### config.mk
export PLATFORM = sky130hd
export DESIGN_NAME = pipeline_ctrl
export DESIGN_NICKNAME = d
export VERILOG_FILES = /design/src/rtl/rv32_pkg.sv /design/src/rtl/pipe_ctrl_pkg.sv /design/src/rtl/operand_hazard.sv /design/src/rtl/branch_resolve.sv /design/src/rtl/ex_stage_ctrl.sv /design/src/rtl/wb_stage_ctrl.sv /design/src/rtl/pipeline_ctrl.sv
export VERILOG_INCLUDE_DIRS = /design/src /design/src/rtl
export SDC_FILE = /design/constraint.sdc
export NUM_CORES = 1
export LEC_CHECK = 0
export ABC_AREA = 1
export BUFFER_PORTS_ARGS = -buffer_cell sky130_fd_sc_hd__buf_2
export CAP_MARGIN = 0
export CORE_MARGIN = 2
export CORE_UTILIZATION = 40
export CTS_BUF_LIST = sky130_fd_sc_hd__clkbuf_4
export CTS_CLUSTER_DIAMETER = 80
export DETAILED_ROUTE_END_ITERATION = 12
export PLACE_DENSITY = 0.82
export SLEW_MARGIN = 40
export SYNTH_ARGS = -nofsm -noshare
export SYNTH_HDL_FRONTEND = slang
export SYNTH_SLANG_ARGS = --single-unit
### constraint.sdc
create_clock -name clk_i -period 1.5 [get_ports clk_i]
set_input_delay 0.15 -clock clk_i [delete_from_list [all_inputs] [get_ports clk_i]]
set_output_delay 0.15 -clock clk_i [all_outputs]
set_load 0.02 [all_outputs]
### src/rtl/ctrl_params.svh
`ifndef CTRL_PARAMS_SVH
`define CTRL_PARAMS_SVH

// instruction word
`define INST_W 32

// register file index
`define REG_ADDR_W 5

// mcause exception code, interrupts not handled
`define MCAUSE_W 4

// privilege level as seen by the csr file
`define PRV_W 2

// next-pc mux select
`define PC_SRC_W 3

// writeback data mux select
`define WB_SRC_W 2

`endif

### src/rtl/rv32_pkg.sv
`include "ctrl_params.svh"

package rv32_pkg;

  typedef logic [`REG_ADDR_W-1:0] reg_addr_t;

  typedef logic [`PRV_W-1:0] prv_t; // 0 = user, 3 = machine

  // major opcodes, inst[6:0]
  typedef enum logic [6:0] {
    OP_LOAD     = 7'b0000011,
    OP_MISC_MEM = 7'b0001111,
    OP_OP_IMM   = 7'b0010011,
    OP_AUIPC    = 7'b0010111,
    OP_STORE    = 7'b0100011,
    OP_OP       = 7'b0110011,
    OP_LUI      = 7'b0110111,
    OP_BRANCH   = 7'b1100011,
    OP_JALR     = 7'b1100111,
    OP_JAL      = 7'b1101111,
    OP_SYSTEM   = 7'b1110011
  } opcode_e;

  // exception causes
  // ecall from S/M is reached by adding the privilege level
  typedef enum logic [`MCAUSE_W-1:0] {
    MCAUSE_INST_ADDR_MISALIGNED  = 4'd0, // also used for fetch bus errors
    MCAUSE_ILLEGAL_INST          = 4'd2,
    MCAUSE_BREAKPOINT            = 4'd3,
    MCAUSE_LOAD_ADDR_MISALIGNED  = 4'd4,
    MCAUSE_STORE_ADDR_MISALIGNED = 4'd6,
    MCAUSE_ECALL_FROM_U          = 4'd8
  } mcause_e;

endpackage

### src/rtl/pipe_ctrl_pkg.sv
`include "ctrl_params.svh"

package pipe_ctrl_pkg;

  typedef enum logic [`PC_SRC_W-1:0] {
    PC_PLUS_FOUR,
    PC_BRANCH_TARGET,
    PC_MISSED_PREDICT, // predicted taken, fell through
    PC_JAL_TARGET,
    PC_JALR_TARGET,
    PC_EPC,
    PC_HANDLER
  } pc_src_e;

  typedef enum logic [`WB_SRC_W-1:0] {
    WB_SRC_ALU,
    WB_SRC_PC,
    WB_SRC_DMEM,
    WB_SRC_CSR
  } wb_src_e;

  // ahb htrans, only single transfers
  typedef enum logic [1:0] {
    HTRANS_IDLE   = 2'b00,
    HTRANS_NONSEQ = 2'b10
  } htrans_e;

  // decoder flags for the dx instruction, not yet killed
  typedef struct packed {
    logic    jal;
    logic    jalr;
    logic    eret;
    logic    wr_reg;
    logic    dmem_en;
    logic    dmem_wen;
    logic    uses_rs1;
    logic    uses_rs2;
    logic    uses_rs3;
    logic    ecall;
    logic    ebreak;
    logic    illegal;
    logic    illegal_csr;
    wb_src_e wb_src;
  } ex_ctrl_t;

  typedef struct packed {
    logic              valid;
    rv32_pkg::mcause_e cause;
  } trap_t;

  // dx -> wb pipeline record
  typedef struct packed {
    logic                wr_reg;
    rv32_pkg::reg_addr_t rd;
    wb_src_e             wb_src;
    logic                dmem_en;
    logic                store;
    logic                bubble;
    trap_t               trap;
  } wb_entry_t;

  // wb -> dx feedback
  typedef struct packed {
    logic                wr_reg_unkilled;
    rv32_pkg::reg_addr_t rd;
    logic                load;
    logic                dmem_en;
    logic                ex_wb;
    logic                ex_wb_r; // ex_wb one cycle late
    logic                stall_wb;
  } wb_status_t;

  typedef struct packed {
    logic rs3;
    logic rs2;
    logic rs1;
  } bypass_t;

endpackage

### src/rtl/operand_hazard.sv
`timescale 1ns/10ps

`include "ctrl_params.svh"

module operand_hazard (
  input  logic [`INST_W-1:0]        inst_ex_i,
  input  logic [2:0]                uses_rs_i, // {rs3, rs2, rs1}
  input  pipe_ctrl_pkg::wb_status_t wb_i,
  output pipe_ctrl_pkg::bypass_t    bypass_o,
  output logic                      load_use_o
);

  rv32_pkg::reg_addr_t [2:0] rs_addr;
  logic [2:0]                raw;
  logic [2:0]                fwd;

  // source fields, rs3 sits in the r4-type funct5 slot
  assign rs_addr[0] = inst_ex_i[19:15];
  assign rs_addr[1] = inst_ex_i[24:20];
  assign rs_addr[2] = inst_ex_i[31:27];

  // same compare for each source
  for (genvar i = 0; i < 3; i++) begin : g_raw
    assign raw[i] = wb_i.wr_reg_unkilled &&
                    (rs_addr[i] == wb_i.rd) &&
                    (rs_addr[i] != '0) &&      // x0 never forwarded
                    uses_rs_i[i];
    assign fwd[i] = raw[i] && !wb_i.load;      // alu result is ready in wb
  end

  assign bypass_o.rs1 = fwd[0];
  assign bypass_o.rs2 = fwd[1];
  assign bypass_o.rs3 = fwd[2];

  // load data only arrives at the end of wb, so the consumer has to wait
  assign load_use_o = wb_i.load && (|raw);

endmodule

### src/rtl/branch_resolve.sv
`timescale 1ns/10ps

`include "ctrl_params.svh"

module branch_resolve (
  input  logic [`INST_W-1:0]       inst_ex_i,
  input  pipe_ctrl_pkg::ex_ctrl_t  ctrl_i,
  input  logic                     cmp_true_i,
  input  logic                     predicted_i,
  input  logic                     stall_ex_i,
  input  logic                     kill_ex_i,
  input  logic                     ex_wb_i,
  output logic                     redirect_o,
  output pipe_ctrl_pkg::pc_src_e   pc_src_o
);

  rv32_pkg::opcode_e opcode;
  logic              taken_unkilled;
  logic              taken;
  logic              eret;
  logic              jal;
  logic              jalr;

  assign opcode = rv32_pkg::opcode_e'(inst_ex_i[6:0]);

  assign taken_unkilled = (opcode == rv32_pkg::OP_BRANCH) && cmp_true_i;

  // killed copies feed the pc mux
  assign taken = taken_unkilled && !kill_ex_i;
  assign eret  = ctrl_i.eret    && !kill_ex_i;
  assign jal   = ctrl_i.jal     && !kill_ex_i;
  assign jalr  = ctrl_i.jalr    && !kill_ex_i;

  // fetch already ran ahead on the prediction, anything else is a redirect
  assign redirect_o = !stall_ex_i &&
                      ((predicted_i && !taken_unkilled && !ctrl_i.jal) ||
                       (taken_unkilled && !predicted_i) ||
                       ctrl_i.eret || ctrl_i.jal || ctrl_i.jalr);

  always_comb begin
    if (ex_wb_i) begin
      pc_src_o = pipe_ctrl_pkg::PC_HANDLER;        // trap wins over everything in dx
    end else if (eret) begin
      pc_src_o = pipe_ctrl_pkg::PC_EPC;
    end else if (taken && !predicted_i) begin
      pc_src_o = pipe_ctrl_pkg::PC_BRANCH_TARGET;
    end else if (!taken && predicted_i) begin
      pc_src_o = pipe_ctrl_pkg::PC_MISSED_PREDICT;
    end else if (jal) begin
      pc_src_o = pipe_ctrl_pkg::PC_JAL_TARGET;
    end else if (jalr) begin
      pc_src_o = pipe_ctrl_pkg::PC_JALR_TARGET;
    end else begin
      pc_src_o = pipe_ctrl_pkg::PC_PLUS_FOUR;
    end
  end

endmodule

### src/rtl/ex_stage_ctrl.sv
`timescale 1ns/10ps

`include "ctrl_params.svh"

module ex_stage_ctrl (
  input  logic                      clk_i,
  input  logic                      rst_ni,
  input  logic [`INST_W-1:0]        inst_ex_i,
  input  logic                      if_valid_i,
  input  logic                      de_ready_i,
  input  logic                      ex_valid_i,
  input  logic                      ex_ready_i,
  input  logic                      imem_badmem_i,
  input  logic                      dmem_hready_i,
  input  pipe_ctrl_pkg::ex_ctrl_t   ctrl_i,
  input  rv32_pkg::prv_t            prv_i,
  input  logic                      load_use_i,
  input  pipe_ctrl_pkg::wb_status_t wb_i,
  input  logic                      redirect_i,
  output logic                      stall_ex_o,
  output logic                      kill_ex_o,
  output logic                      dmem_wen_o,
  output pipe_ctrl_pkg::htrans_e    htrans_o,
  output pipe_ctrl_pkg::wb_entry_t  entry_o
);

  logic                 had_ex_de;
  logic                 had_ex_ex;
  logic                 ex_ex;
  logic                 dmem_en;
  logic                 flush;
  pipe_ctrl_pkg::trap_t trap_ex;

  assign flush = wb_i.ex_wb || redirect_i;

  // fetch error enters decode together with its instruction
  always_ff @(posedge clk_i or negedge rst_ni) begin
    if (!rst_ni) begin
      had_ex_de <= 1'b0;
    end else if (!flush && de_ready_i && if_valid_i) begin
      had_ex_de <= imem_badmem_i;
    end
  end

  always_ff @(posedge clk_i or negedge rst_ni) begin
    if (!rst_ni) begin
      had_ex_ex <= 1'b0;
    end else if (!stall_ex_o) begin
      had_ex_ex <= had_ex_de;
    end
  end

  assign ex_ex = had_ex_ex || ctrl_i.illegal || ctrl_i.illegal_csr ||
                 ctrl_i.ebreak || ctrl_i.ecall;

  // cause priority
  always_comb begin
    trap_ex.valid = ex_ex;
    trap_ex.cause = rv32_pkg::MCAUSE_INST_ADDR_MISALIGNED;
    if (had_ex_ex) begin
      trap_ex.cause = rv32_pkg::MCAUSE_INST_ADDR_MISALIGNED;
    end else if (ctrl_i.illegal || ctrl_i.illegal_csr) begin
      trap_ex.cause = rv32_pkg::MCAUSE_ILLEGAL_INST;
    end else if (ctrl_i.ebreak) begin
      trap_ex.cause = rv32_pkg::MCAUSE_BREAKPOINT;
    end else if (ctrl_i.ecall) begin
      trap_ex.cause = rv32_pkg::mcause_e'(rv32_pkg::MCAUSE_ECALL_FROM_U + `MCAUSE_W'(prv_i));
    end
  end

  assign dmem_en    = ctrl_i.dmem_en && !wb_i.ex_wb;
  assign dmem_wen_o = ctrl_i.dmem_wen && !wb_i.ex_wb && ex_ready_i;
  assign htrans_o   = dmem_en ? pipe_ctrl_pkg::HTRANS_NONSEQ : pipe_ctrl_pkg::HTRANS_IDLE;

  // a trapping instruction never waits on a hazard
  assign stall_ex_o = wb_i.stall_wb ||
                      (dmem_en && !dmem_hready_i) ||
                      (load_use_i && !(ex_ex || wb_i.ex_wb || wb_i.ex_wb_r));

  assign kill_ex_o = stall_ex_o || ex_ex || wb_i.ex_wb;

  always_comb begin
    entry_o.wr_reg     = ctrl_i.wr_reg && !kill_ex_o;
    entry_o.rd         = inst_ex_i[11:7];
    entry_o.wb_src     = ctrl_i.wb_src;
    entry_o.dmem_en    = dmem_en;
    entry_o.store      = dmem_wen_o;
    entry_o.bubble     = kill_ex_o || !ex_valid_i;
    // the dx trap itself is part of kill, so only the other kill sources drop it
    entry_o.trap.valid = trap_ex.valid && !stall_ex_o && !wb_i.ex_wb;
    entry_o.trap.cause = trap_ex.cause;
  end

endmodule

### src/rtl/wb_stage_ctrl.sv
`timescale 1ns/10ps

module wb_stage_ctrl (
  input  logic                      clk_i,
  input  logic                      rst_ni,
  input  pipe_ctrl_pkg::wb_entry_t  entry_i,
  input  logic                      dmem_hready_i,
  input  logic                      dmem_badmem_i,
  input  logic                      redirect_i,
  output pipe_ctrl_pkg::wb_status_t status_o,
  output logic                      flush_o,
  output logic                      wr_reg_wb_o,
  output rv32_pkg::reg_addr_t       rd_wb_o,
  output pipe_ctrl_pkg::wb_src_e    wb_src_o,
  output pipe_ctrl_pkg::trap_t      exception_o,
  output logic                      retire_o
);

  pipe_ctrl_pkg::wb_entry_t wb_q;
  logic                     ex_wb;
  logic                     ex_wb_r;
  logic                     stall_wb;
  logic                     kill_wb;

  always_ff @(posedge clk_i or negedge rst_ni) begin
    if (!rst_ni) begin
      wb_q.wr_reg     <= 1'b0;
      wb_q.rd         <= '0;
      wb_q.wb_src     <= pipe_ctrl_pkg::WB_SRC_ALU;
      wb_q.dmem_en    <= 1'b0;
      wb_q.store      <= 1'b0;
      wb_q.bubble     <= 1'b1; // nothing to retire out of reset
      wb_q.trap.valid <= 1'b0;
      wb_q.trap.cause <= rv32_pkg::MCAUSE_INST_ADDR_MISALIGNED;
    end else if (!stall_wb) begin
      wb_q <= entry_i;
    end
  end

  always_ff @(posedge clk_i or negedge rst_ni) begin
    if (!rst_ni) begin
      ex_wb_r <= 1'b0;
    end else begin
      ex_wb_r <= ex_wb;
    end
  end

  assign ex_wb    = wb_q.trap.valid || dmem_badmem_i;
  assign stall_wb = !dmem_hready_i && wb_q.dmem_en && !ex_wb; // data phase still open
  assign kill_wb  = stall_wb || ex_wb;

  // a bus error on the data phase, load if the entry writes a register
  always_comb begin
    exception_o.valid = ex_wb;
    exception_o.cause = wb_q.trap.cause;
    if (!wb_q.trap.valid && dmem_badmem_i) begin
      exception_o.cause = wb_q.wr_reg ? rv32_pkg::MCAUSE_LOAD_ADDR_MISALIGNED :
                                        rv32_pkg::MCAUSE_STORE_ADDR_MISALIGNED;
    end
  end

  assign flush_o     = ex_wb || redirect_i;
  assign wr_reg_wb_o = wb_q.wr_reg && !kill_wb && !wb_q.bubble;
  assign retire_o    = !(kill_wb || wb_q.bubble);
  assign rd_wb_o     = wb_q.rd;
  assign wb_src_o    = wb_q.wb_src;

  always_comb begin
    status_o.wr_reg_unkilled = wb_q.wr_reg;
    status_o.rd              = wb_q.rd;
    status_o.load            = wb_q.dmem_en && !wb_q.store;
    status_o.dmem_en         = wb_q.dmem_en;
    status_o.ex_wb           = ex_wb;
    status_o.ex_wb_r         = ex_wb_r;
    status_o.stall_wb        = stall_wb;
  end

endmodule

### src/rtl/pipeline_ctrl.sv
`timescale 1ns/10ps

`include "ctrl_params.svh"

module pipeline_ctrl (
  input  logic                     clk_i,
  input  logic                     rst_ni,
  input  logic [`INST_W-1:0]       inst_ex_i,
  input  pipe_ctrl_pkg::ex_ctrl_t  ex_ctrl_i,
  input  logic                     if_valid_i,
  input  logic                     de_ready_i,
  input  logic                     ex_valid_i,
  input  logic                     ex_ready_i,
  input  logic                     imem_badmem_i,
  input  logic                     dmem_badmem_i,
  input  logic                     dmem_hready_i,
  input  logic                     cmp_true_i,
  input  logic                     predicted_branch_i,
  input  rv32_pkg::prv_t           prv_i,
  // dx stage
  output pipe_ctrl_pkg::bypass_t   bypass_o,
  output logic                     load_use_o,
  output logic                     stall_ex_o,
  output logic                     kill_ex_o,
  output logic                     redirect_o,
  output pipe_ctrl_pkg::pc_src_e   pc_src_sel_o,
  output logic                     dmem_wen_o,
  output pipe_ctrl_pkg::htrans_e   dmem_htrans_o,
  // wb stage
  output logic                     flush_o,
  output logic                     wr_reg_wb_o,
  output rv32_pkg::reg_addr_t      rd_wb_o,
  output pipe_ctrl_pkg::wb_src_e   wb_src_wb_o,
  output pipe_ctrl_pkg::trap_t     exception_o,
  output logic                     retire_o
);

  pipe_ctrl_pkg::wb_status_t wb_status;
  pipe_ctrl_pkg::wb_entry_t  wb_entry;

  operand_hazard u_operand_hazard (
    .inst_ex_i  (inst_ex_i),
    .uses_rs_i  ({ex_ctrl_i.uses_rs3, ex_ctrl_i.uses_rs2, ex_ctrl_i.uses_rs1}),
    .wb_i       (wb_status),
    .bypass_o   (bypass_o),
    .load_use_o (load_use_o)
  );

  ex_stage_ctrl u_ex_stage_ctrl (
    .clk_i         (clk_i),
    .rst_ni        (rst_ni),
    .inst_ex_i     (inst_ex_i),
    .if_valid_i    (if_valid_i),
    .de_ready_i    (de_ready_i),
    .ex_valid_i    (ex_valid_i),
    .ex_ready_i    (ex_ready_i),
    .imem_badmem_i (imem_badmem_i),
    .dmem_hready_i (dmem_hready_i),
    .ctrl_i        (ex_ctrl_i),
    .prv_i         (prv_i),
    .load_use_i    (load_use_o),
    .wb_i          (wb_status),
    .redirect_i    (redirect_o),
    .stall_ex_o    (stall_ex_o),
    .kill_ex_o     (kill_ex_o),
    .dmem_wen_o    (dmem_wen_o),
    .htrans_o      (dmem_htrans_o),
    .entry_o       (wb_entry)
  );

  branch_resolve u_branch_resolve (
    .inst_ex_i   (inst_ex_i),
    .ctrl_i      (ex_ctrl_i),
    .cmp_true_i  (cmp_true_i),
    .predicted_i (predicted_branch_i),
    .stall_ex_i  (stall_ex_o),
    .kill_ex_i   (kill_ex_o),
    .ex_wb_i     (wb_status.ex_wb),
    .redirect_o  (redirect_o),
    .pc_src_o    (pc_src_sel_o)
  );

  wb_stage_ctrl u_wb_stage_ctrl (
    .clk_i         (clk_i),
    .rst_ni        (rst_ni),
    .entry_i       (wb_entry),
    .dmem_hready_i (dmem_hready_i),
    .dmem_badmem_i (dmem_badmem_i),
    .redirect_i    (redirect_o),
    .status_o      (wb_status),
    .flush_o       (flush_o),
    .wr_reg_wb_o   (wr_reg_wb_o),
    .rd_wb_o       (rd_wb_o),
    .wb_src_o      (wb_src_wb_o),
    .exception_o   (exception_o),
    .retire_o      (retire_o)
  );

endmodule

==> results of run 1 <==
-- layout by cell type, fill, tap and decap left out, types with 2 or more instances in the layout --
cell,Yosys,routed
buf_12,0,2
buf_2,0,66
buf_4,10,35
buf_6,0,22
clkbuf_4,0,3
dfrtp_1,17,16
inv_1,28,24
inv_2,5,7
inv_4,1,2
inv_6,1,3
nand2_1,67,55
nand2_2,2,10
nand2_4,2,5
nand3_1,8,4
nand3_2,5,7
nand3_4,1,3
nand4_1,3,3
nor2_1,27,18
nor2_2,1,5
nor2_4,5,10
nor3_4,0,2
o21ai_0,10,2
o21ai_1,3,7
o21ai_2,0,4
xnor2_1,3,3
-- timing repair --
| action | 4_1_cts | 5_1_grt |
|---|---|---|
| setup buffers | 17 | 11 |
| gates resized for setup | 54 | 47 |
| hold endpoints to repair | 17 | 0 |
| pin swaps | 9 | 9 |
| gates cloned | 0 | 2 |
| endpoints found under the setup margin | 23 | 32 |
| hold buffers | 1 | 0 |
-- per-layer routing --
metal,track usage,up-vias,part of all wire
met2,0.388,105,0.53
met4,0.0612,0,0.044
li1,-,910,-
met5,0,-,0
met3,0.0599,24,0.073
met1,0.251,821,0.36
-- cells by family after synthesis --
group | after synthesis | share of synthesized area
XOR/XNOR | 4 | 0.0242
buffers and inverters | 46 | 0.150
flip-flops | 18 | 0.312
AO/OA/AOI/OAI | 20 | 0.0804
other | 1 | 0.00259
AND/OR/NAND/NOR | 128 | 0.430
-- worst paths after layout --
kind / to / slack (ns)
worst max-delay path: pc_src_sel_o[2] / -0.65
worst min-delay path: u_wb_stage_ctrl.wb_src_o[0] / 0.03
worst max register to register: u_ex_stage_ctrl.had_ex_de / -0.35
worst min register to register: u_wb_stage_ctrl.wb_src_o[1] / 0.49
max in group asynchronous: u_wb_stage_ctrl.wb_q[5] / 0.86
min in group asynchronous: u_ex_stage_ctrl.had_ex_ex / 0.30
-- worst reg2reg max path, cell delays in order, from the launching register on --
cell and delay (ns):
dfrtp_2 0.47, xnor2_1 0.19, nand2_1 0.08, nor2_2 0.13, nand2_2 0.08, nand3_4 0.09
nand3_4 0.09, nand2_4 0.10, inv_6 0.05, buf_12 0.12, nand2_8 0.07, buf_6 0.10
nand3_2 0.05, nand2_1 0.06, nand2_1 0.06
-- sequential cells by signal (all words and copies together) (netlist names) --
name / flops
u_wb_stage_ctrl.ex_wb_r: 1
u_ex_stage_ctrl.had_ex_ex: 1
u_wb_stage_ctrl.status_o: 2
u_wb_stage_ctrl.rd_wb_o: 5
u_wb_stage_ctrl.wb_q: 6
u_ex_stage_ctrl.had_ex_de: 1
u_wb_stage_ctrl.wb_src_o: 2
-- stage by stage --
step	setup WS [ns]	hold slack [ns]	util	TNS (ns)	area, µm²
after floorplan	-0.0927	-0.146	-	-0.302	1490
after global placement	-0.228	0.0950	0.593	-1.41	2030
after detailed placement	-0.283	0.101	0.593	-1.79	2030
after CTS	-0.575	0.0346	0.690	-5.98	2360
after global routing	-0.784	0.0430	0.755	-9.01	2580
final	-0.655	0.0299	0.755	-6.81	2580
-- power by group --
part / switching (mW) / internal (mW) / leakage, nW
Sequential: 0.0384 / 0.532 / 0.219
Combinational: 0.344 / 0.288 / 1.15
Clock: 0.168 / 0.0972 / 0.0154
Total: 0.551 / 0.917 / 1.38
-- synth_stat cells (2+ instances only) --
master and count:
nand2_1 67, inv_1 28, nor2_1 27, dfrtp_1 17
buf_4 10, o21ai_0 10, nand3_1 8, inv_2 5
nand3_2 5, nor2_4 5, nand4_1 3, nor3_1 3
o21ai_1 3, xnor2_1 3, nand2_2 2, nand2_4 2
-- area by class of cell --
cell class | count | area [µm²]
multi-input combinational | 153 | 965
sequential | 18 | 453
inverter | 35 | 154
timing repair inverter | 2 | 17.5
timing repair buffer | 127 | 906
clock buffer | 3 | 22.5
clock inverter | 1 | 3.75
fill | 253 | 837
tap | 46 | 57.6
==> metrics, run 1 <==
status=finished with violations; failing checks=negative setup slack; Inst Count DP=between 300 and 400; number of cells on the critical path=12; f_max=464 MHz; pin slew with the least headroom to its limit=between 0.5 and 0.6 ns; initial antenna violation count=0; CP required=1.35 ns; die width=64.2 µm; VDD IR-drop max=0.000659 V; CP delay by family, top=simple AND/OR/NAND/NOR gates; DRT iter0 DRCs=~130; IO Pins=88; fin crit share=1.44; setup slack after layout=-0.655 ns; Worst Setup SP=u_wb_stage_ctrl.rd_wb_o[3]; Final Max Slew Viols=0; drt wl/cell=around 14 µm; vias in the first global route=between 1500 and 2000; Rows=21; CP bufs+invs=2; r2r worst-path depth=14; Via-to-Cell Ratio=roughly 4.8; Hold Path Stages=3; Crit path arrival time=2.00 ns; Syn Inst Count=217; Reg clk slew, reported paths=0.12 ns; fin cells=between 300 and 400; final WL=5400 µm; post-layout minimum cycle time=2.15 ns; WS Path Type=reg -> out; crit-path max cell delay=between 0.4 and 0.5 ns; CP Max Fanout=5; worst r2r src=u_wb_stage_ctrl.rd_wb_o[3]; htree depth=1; total track usage=0.217; DR pass1 iterations=4; Routed Antenna Nets=0; post-synthesis instance area=about 0.0014 mm²; area leader, netlist=dfrtp_1; Ys Warns=0; Setup crit start kind=register; Primary FF master, synth=dfrtp_1; GRT overflow=0; number of inserted diodes=0; Syn-to-layout area delta=78.1%; top cell type's share of synthesized area=0.294; Mapped Nets=277; final setup violation count=20; die height=64.2 µm; Clock Tree Buf Depth=2; layout cell share with drive strength beyond 1=0.578; Synth Area per Inst=6.67 µm²; via count=~1900; total power=1.47 mW; Pleak=1.38 nW; Final Skew=0.00955 ns; Initial Util=0.424; hold path startpoint=ex_ctrl_i[0]; Synth area leaders=dfrtp_1, nand2_1, inv_1; clk_lat worst skew=0.31 ns; post-synthesis register bit count=18; unrepaired setup endpoints after global routing=yes; Layout Nets=400; CTS Buf Count=3; Placeable Area=0.00342 mm²; first-pass GRT wire length=a little over 7000 µm; crit path capture type=output port; Rel. slew slack=0.642; crit path max-delay cell type=dfrtp_2; clk root buf=clkbuf_4; Async SR Flop Fraction=1.00; TritonCTS Sinks=18; hpwl dp=about 3200 µm; CTS tree=done; Hold Violations, Final=0; Max Cap Viol=0; GPL Wtd Cong=0.819; die area=0.00412 mm²; CP cell instances=xnor2_1 -> nand2_1 -> nor2_2 -> nand2_2 -> nand3_4 -> nand3_4 -> nand2_4 -> inv_6 -> nand3_4 -> nand3_1 -> nand2_2 -> buf_4; largest net degree at the start of global routing=19; I/O Buffers=81; distinct cell type count after synthesis=35; drt drc=0; cell mode on critical path=nand3_4; sequential area share after synthesis=0.312; Hold WC Path Type=in -> reg; Post-synth EDFFs=0; power per cell area=569 mW/mm²
No activity file was read; power rests on OpenSTA's default activity.
==> inputs of run 2 (changes only) <==
Settings changed: CORE_UTILIZATION 40 to 35, PLACE_DENSITY 0.82 to 0.74.
==> run 2 against run 1 <==
Compared with the run above:
- the run still ends with negative setup slack left
- total power is 6.7% lower
- maximum frequency grew 1.4%
- sequential share of layout area grew 0.76 points
- register-to-register slack better by 0.14 ns
- first-iteration DRC count is 36% lower
- highest routed layer unchanged
==> metrics, run 2 (synthesis gave the netlist of run 1 again) <==
die width=68.3 µm; GR Util met2=0.353; switching pwr=around 490 µW; Max Cap Viol=0; Crit path arrival time=1.97 ns; total track usage=0.187; hold path startpoint=ex_ctrl_i[0]; crit path max-delay cell type=dfrtp_1; Final Util=0.618; CP Max Fanout=5; Final Skew=0.00111 ns; GPL Wtd Cong=0.848; Inst Count DP=around 360; worst r2r src=u_wb_stage_ctrl.rd_wb_o[2]; CP delay by family, top=simple AND/OR/NAND/NOR gates; CP required=1.35 ns; htree depth=1; VDD IR-drop max=0.000480 V; Layout Nets=392; initial antenna violation count=0; Initial Util=0.362; Sw Share=0.357; number of inserted diodes=0; busiest grt layer=met2; hpwl dp=3240 µm; GRT overflow=0; Hold WC Path Type=in -> reg; Hold Path Stages=3; Rows=23; Final Max Slew Viols=0; CTS Buf Count=3; IO Pins=88; drt wl/cell=11.9 µm; r2r worst-path depth=14; Setup crit start kind=register; met3 usage in global routing=0.0395; commonest non-fill, non-tap cells in the layout=buf_2, nand2_1, buf_4; Placeable Area=approximately 0.004 mm²; setup slack after layout=-0.624 ns; crit-path max cell delay=0.43 ns; CTS tree=done; CP bufs+invs=4; Reg clk slew, reported paths=~0.1 ns; f_max=471 MHz; failing checks=negative setup slack; drt drc=0; Pleak=1.32 nW; unrepaired setup endpoints after global routing=yes; M1 GR Usage=0.211; vias in the first global route=1588; most common cell after layout, fill and taps aside=buf_2; Routed Antenna Nets=0; Clock Tree Buf Depth=2; sequential share of power=0.414; combinational power share=0.407; crit path capture type=output port; WS Path Type=reg -> out; power per cell area=between 500 and 600 mW/mm²; final WL=between 4000 and 5000 µm; DRT iter0 DRCs=82; fin cells=381; TritonCTS Sinks=18; status=finished with violations; layout cell share with drive strength beyond 1=0.562; die area=0.00467 mm²; DR pass1 iterations=4; first-pass GRT wire length=roughly 6700 µm; largest net degree at the start of global routing=19; CP cell instances=inv_2 -> nand2_1 -> nand2_1 -> nor2_1 -> nand2_1 -> inv_2 -> nand2_2 -> nand3_4 -> nand3_4 -> buf_6 -> nand3_4 -> nor2_4 -> nand3_2 -> nand2_2 -> buf_6; clk_lat worst skew=0.29 ns; Cell Int Power=879 µW; clk root buf=clkbuf_4; max reg flops=6; Reg-to-Reg End=u_ex_stage_ctrl.had_ex_de; I/O Buffers=81; die height=slightly below 70 µm; post-layout minimum cycle time=2.12 ns; Via-to-Cell Ratio=4.61; worst reg2reg setup slack=-0.21 ns; fin crit share=1.42; Syn-to-layout area delta=70.8%; Hold Violations, Final=0; final setup violation count=16; clock network power share=0.180; via count=1758; hold endpoint=u_wb_stage_ctrl.wb_src_o[0]; Reg with most FFs=u_wb_stage_ctrl.wb_q
run 2: layer usage:
metal,up-vias,share of wire
met4,0,0.013
met5,-,0
met3,6,0.066
met1,804,0.39
li1,890,-
met2,58,0.53
run 2: how the worst max path moves through the flow:
stage | endpoint | startpoint | cells after the start | slack, ns
6_report | pc_src_sel_o[2] | u_wb_stage_ctrl.rd_wb_o[2] | 15 | -0.62
5_1_grt | pc_src_sel_o[2] | u_wb_stage_ctrl.rd_wb_o[2] | 15 | -0.82
4_1_cts | pc_src_sel_o[1] | u_wb_stage_ctrl.rd_wb_o[2] | 13 | -0.56
3_5_place_dp | pc_src_sel_o[1] | u_wb_stage_ctrl.rd_wb_o[3] | 13 | -0.26
3_3_place_gp | pc_src_sel_o[1] | u_wb_stage_ctrl.rd_wb_o[2] | 14 | -0.23
2_1_floorplan | pc_src_sel_o[2] | u_wb_stage_ctrl.rd_wb_o[2] | 12 | -0.09
run 2: power groups by stage:
stage / combinational, mW / sequential [mW] / clock [mW]
CTS: 0.512 / 0.564 / 0.261
global route: 0.614 / 0.572 / 0.288
floorplan: 0.275 / 0.567 / 0
detailed placement: 0.452 / 0.573 / 0
global placement: 0.446 / 0.572 / 0
finish: 0.557 / 0.566 / 0.246
run 2: worst reg2reg max path: stages (launching register included):
cell	delay, ns
dfrtp_1	0.43
inv_2	0.13
buf_6	0.11
nor2_2	0.03
nor3_2	0.13
nand3_2	0.12
nand3_4	0.11
nand3_4	0.09
nand2_4	0.11
inv_6	0.05
nand2_4	0.07
buf_6	0.10
nand3_2	0.05
nand2_1	0.05
nand2_1	0.04
run 2: final cells by class:
type / count / area [µm²]
timing repair buffer: 121 / 837
multi-input combinational: 153 / 950
clock inverter: 1 / 3.75
tap: 50 / 62.6
clock buffer: 3 / 22.5
sequential: 18 / 453
fill: 370 / 1530
inverter: 35 / 144
run 2: repair_timing:
action | CTS | global route
hold endpoints to repair | 17 | 0
hold buffers | 1 | 0
endpoints found under the setup margin | 24 | 29
gates resized for setup | 46 | 37
setup buffers | 10 | 10
pin swaps | 4 | 18
run 2: per-stage QoR:
stage	setup slack (ns)	TNS (ns)	hold WS [ns]	area, µm²	total power [mW]
2_1_floorplan	-0.0927	-0.302	-0.146	1490	0.842
3_3_place_gp	-0.227	-1.39	0.0972	2050	1.02
3_5_place_dp	-0.263	-1.77	0.117	2050	1.02
4_1_cts	-0.560	-5.12	0.0326	2310	1.34
5_1_grt	-0.818	-8.73	0.0440	2470	1.47
6_report	-0.624	-6.06	0.0443	2470	1.37
==> inputs of run 3 (changes only) <==
Settings changed: ABC_AREA 1 to not set, PLACE_DENSITY 0.74 to 0.75.
==> run 3 against run 2 <==
Compared with the run above:
- the run still ends with negative setup slack left
- routed wire length is 18% lower
- sequential power rose by 0.9%
- critical endpoint is now pc_src_sel_o[1]
- worst hold slack better by 0.034 ns
- die area decreased by 6.5%
- highest routed layer unchanged
==> metrics, run 3 <==
status=finished with violations; failing checks=negative setup slack; drt drc=0; hold path startpoint=ex_ctrl_i[0]; commonest non-fill, non-tap cells in the layout=buf_2, buf_4, buf_6; VDD IR-drop max=0.000460 V; distinct cell type count after synthesis=45; worst r2r src=u_wb_stage_ctrl.rd_wb_o[4]; final setup violation count=16; drt wl/cell=between 10 and 15 µm; Ys Warns=0; Synth Area in Compound Gates=0.147; Placeable Area=0.00369 mm²; DRT iter0 DRCs=16; sequential area share after synthesis=0.335; Initial Util=0.365; f_max=457 MHz; r2r worst-path depth=7; Area after DPL=0.00199 mm²; number of inserted diodes=0; post-layout minimum cycle time=between 2 and 2.5 ns; hpwl dp=2950 µm; final WL=around 3700 µm; Reg clk slew, reported paths=between 0.1 and 0.15 ns; Max Cap Viol=0; vias in the first global route=1418; GRT overflow=0; CTS tree=done; Setup crit start kind=register; max reg flops=6; Primary FF master, synth=dfrtp_1; via count=1427; Syn Inst Count=146; most common cell after layout, fill and taps aside=buf_2; Rows=22; Hold WC Path Type=in -> reg; die area=0.00436 mm²; fin crit share=1.46; Async SR Flop Fraction=1.00; post-synthesis adder-cell area fraction=0.00743; setup slack after layout=-0.688 ns; Synth top cells by count=dfrtp_1, nand2_1, buf_4; power per cell area=577 mW/mm²; Crit path arrival time=2.04 ns; initial antenna violation count=0; Hold Violations, Final=0; Post-synth EDFFs=0; Hold Path Stages=2; Clock Tree Buf Depth=2; clk_lat worst skew=about 0.29 ns; Syn-to-layout area delta=67.2%; first-pass GRT wire length=6000 µm; worst reg2reg setup slack=-0.49 ns; TritonCTS Sinks=18; I/O Buffers=81; die width=66.1 µm; Mapped Nets=206; layout cell share with drive strength beyond 1=0.663; htree depth=1; main combinational cell family by area after synthesis=simple AND/OR/NAND/NOR gates; Synth Area in Simple Gates=0.271; XOR/XNOR Fraction of Synth Area=0.0845; CP required=1.35 ns; final instance area=0.00225 mm²; Reg-to-Reg End=u_ex_stage_ctrl.had_ex_de; IO Pins=88; total power=1.30 mW; GPL Wtd Cong=just over 0.8; hold endpoint=u_wb_stage_ctrl.wb_src_o[0]; largest net degree at the start of global routing=19; post-synthesis register bit count=18; Pleak=1.12 nW; crit path capture type=output port; Final Skew=0.00914 ns; CP Max Fanout=3; CTS Buf Count=3; Layout Nets=313; Synth Area per Inst=9.23 µm²; area leader, netlist=dfrtp_1; Filler cells=between 300 and 400; WS Path Type=reg -> out; unrepaired setup endpoints after global routing=yes; DR pass1 iterations=4; Reg with most FFs=u_wb_stage_ctrl.wb_q; top cell type's share of synthesized area=0.316; fin cells=300; Routed Antenna Nets=0; post-synthesis instance area=0.00135 mm²; Synth area leaders=dfrtp_1, mux2_2, xor2_1; clk root buf=clkbuf_4; Via-to-Cell Ratio=4.76; total track usage=0.176; die height=66.1 µm; most common cell in the netlist=dfrtp_1; Inst Count DP=289; Final Max Slew Viols=0; post-synthesis mux area share=0.0696
-- run 3: cell type report --
cell class | instances | area (µm²) | share of cell area
repair buffers | 113 | 748 | 0.332
well taps | 48 | 60.1 | 0.0267
flip-flops and latches | 18 | 459 | 0.204
clock buffers | 3 | 22.5 | 0.00999
inverters | 6 | 22.5 | 0.00999
multi-input cells | 111 | 937 | 0.416
clock inverters | 1 | 3.75 | 0.00167
-- run 3: worst max-delay path: stages, from the launching register on --
cell and delay, ns:
dfrtp_1 0.41, or4_4 0.44, nor2_4 0.13, nand3_2 0.09
a21o_4 0.20, a211o_4 0.32, buf_6 0.13
-- run 3: timing repair --
action | 4_1_cts | 5_1_grt
hold buffers | 1 | 0
pin swaps | 20 | 11
endpoints found under the hold margin | 17 | 0
buffers inserted | 4 | 3
setup endpoints to repair | 19 | 26
gates resized for setup | 41 | 20
-- run 3: cells by family (layout without fill, tap and decap cells) --
logic type	count (synthesis)	in the layout
AND/OR/NAND/NOR	62	62
AO/OA/AOI/OAI	26	26
flip-flops	18	18
buffers and inverters	17	123
XOR/XNOR	13	13
multiplexers	8	8
adder cells (fa/ha/maj)	1	1
other	1	1
-- run 3: power breakdown --
group	internal [mW]	leakage (nW)	switching, mW
registers	0.532	0.214	0.0396
clock network	0.0967	0.0154	0.149
logic	0.249	0.892	0.234
total	0.877	1.12	0.423
-- run 3: through the flow --
| stage | setup WS (ns) | TNS (ns) | hold slack [ns] | util |
|---|---|---|---|---|
| 2_1_floorplan | -0.384 | -1.47 | -0.146 | - |
| 3_3_place_gp | -0.433 | -3.77 | 0.111 | 0.539 |
| 3_5_place_dp | -0.456 | -3.96 | 0.110 | 0.539 |
| 4_1_cts | -0.702 | -6.81 | 0.0712 | 0.589 |
| 5_1_grt | -0.776 | -7.94 | 0.0608 | 0.611 |
| 6_report | -0.688 | -6.48 | 0.0784 | 0.611 |
-- run 3: worst max path at each step --
stage                                     end  slack (ns)                  startpoint  depth (start not counted)
floorplan           u_ex_stage_ctrl.had_ex_de       -0.38   u_ex_stage_ctrl.had_ex_ex                          6
global placement              pc_src_sel_o[1]       -0.43  u_wb_stage_ctrl.rd_wb_o[0]                          7
detailed placement            pc_src_sel_o[1]       -0.46  u_wb_stage_ctrl.rd_wb_o[1]                          7
CTS                           pc_src_sel_o[1]       -0.70   u_ex_stage_ctrl.had_ex_ex                          6
global route                  pc_src_sel_o[1]       -0.78   u_ex_stage_ctrl.had_ex_ex                          6
finish                        pc_src_sel_o[1]       -0.69   u_ex_stage_ctrl.had_ex_ex                          6
-- run 3: metal layers --
metal,global-route usage,up-vias,routed length [µm]
li1,-,711,-
met1,0.215,672,1620
met2,0.322,42,1860
met3,0.0256,2,191
met4,0.0459,0,25
met5,0,-,0
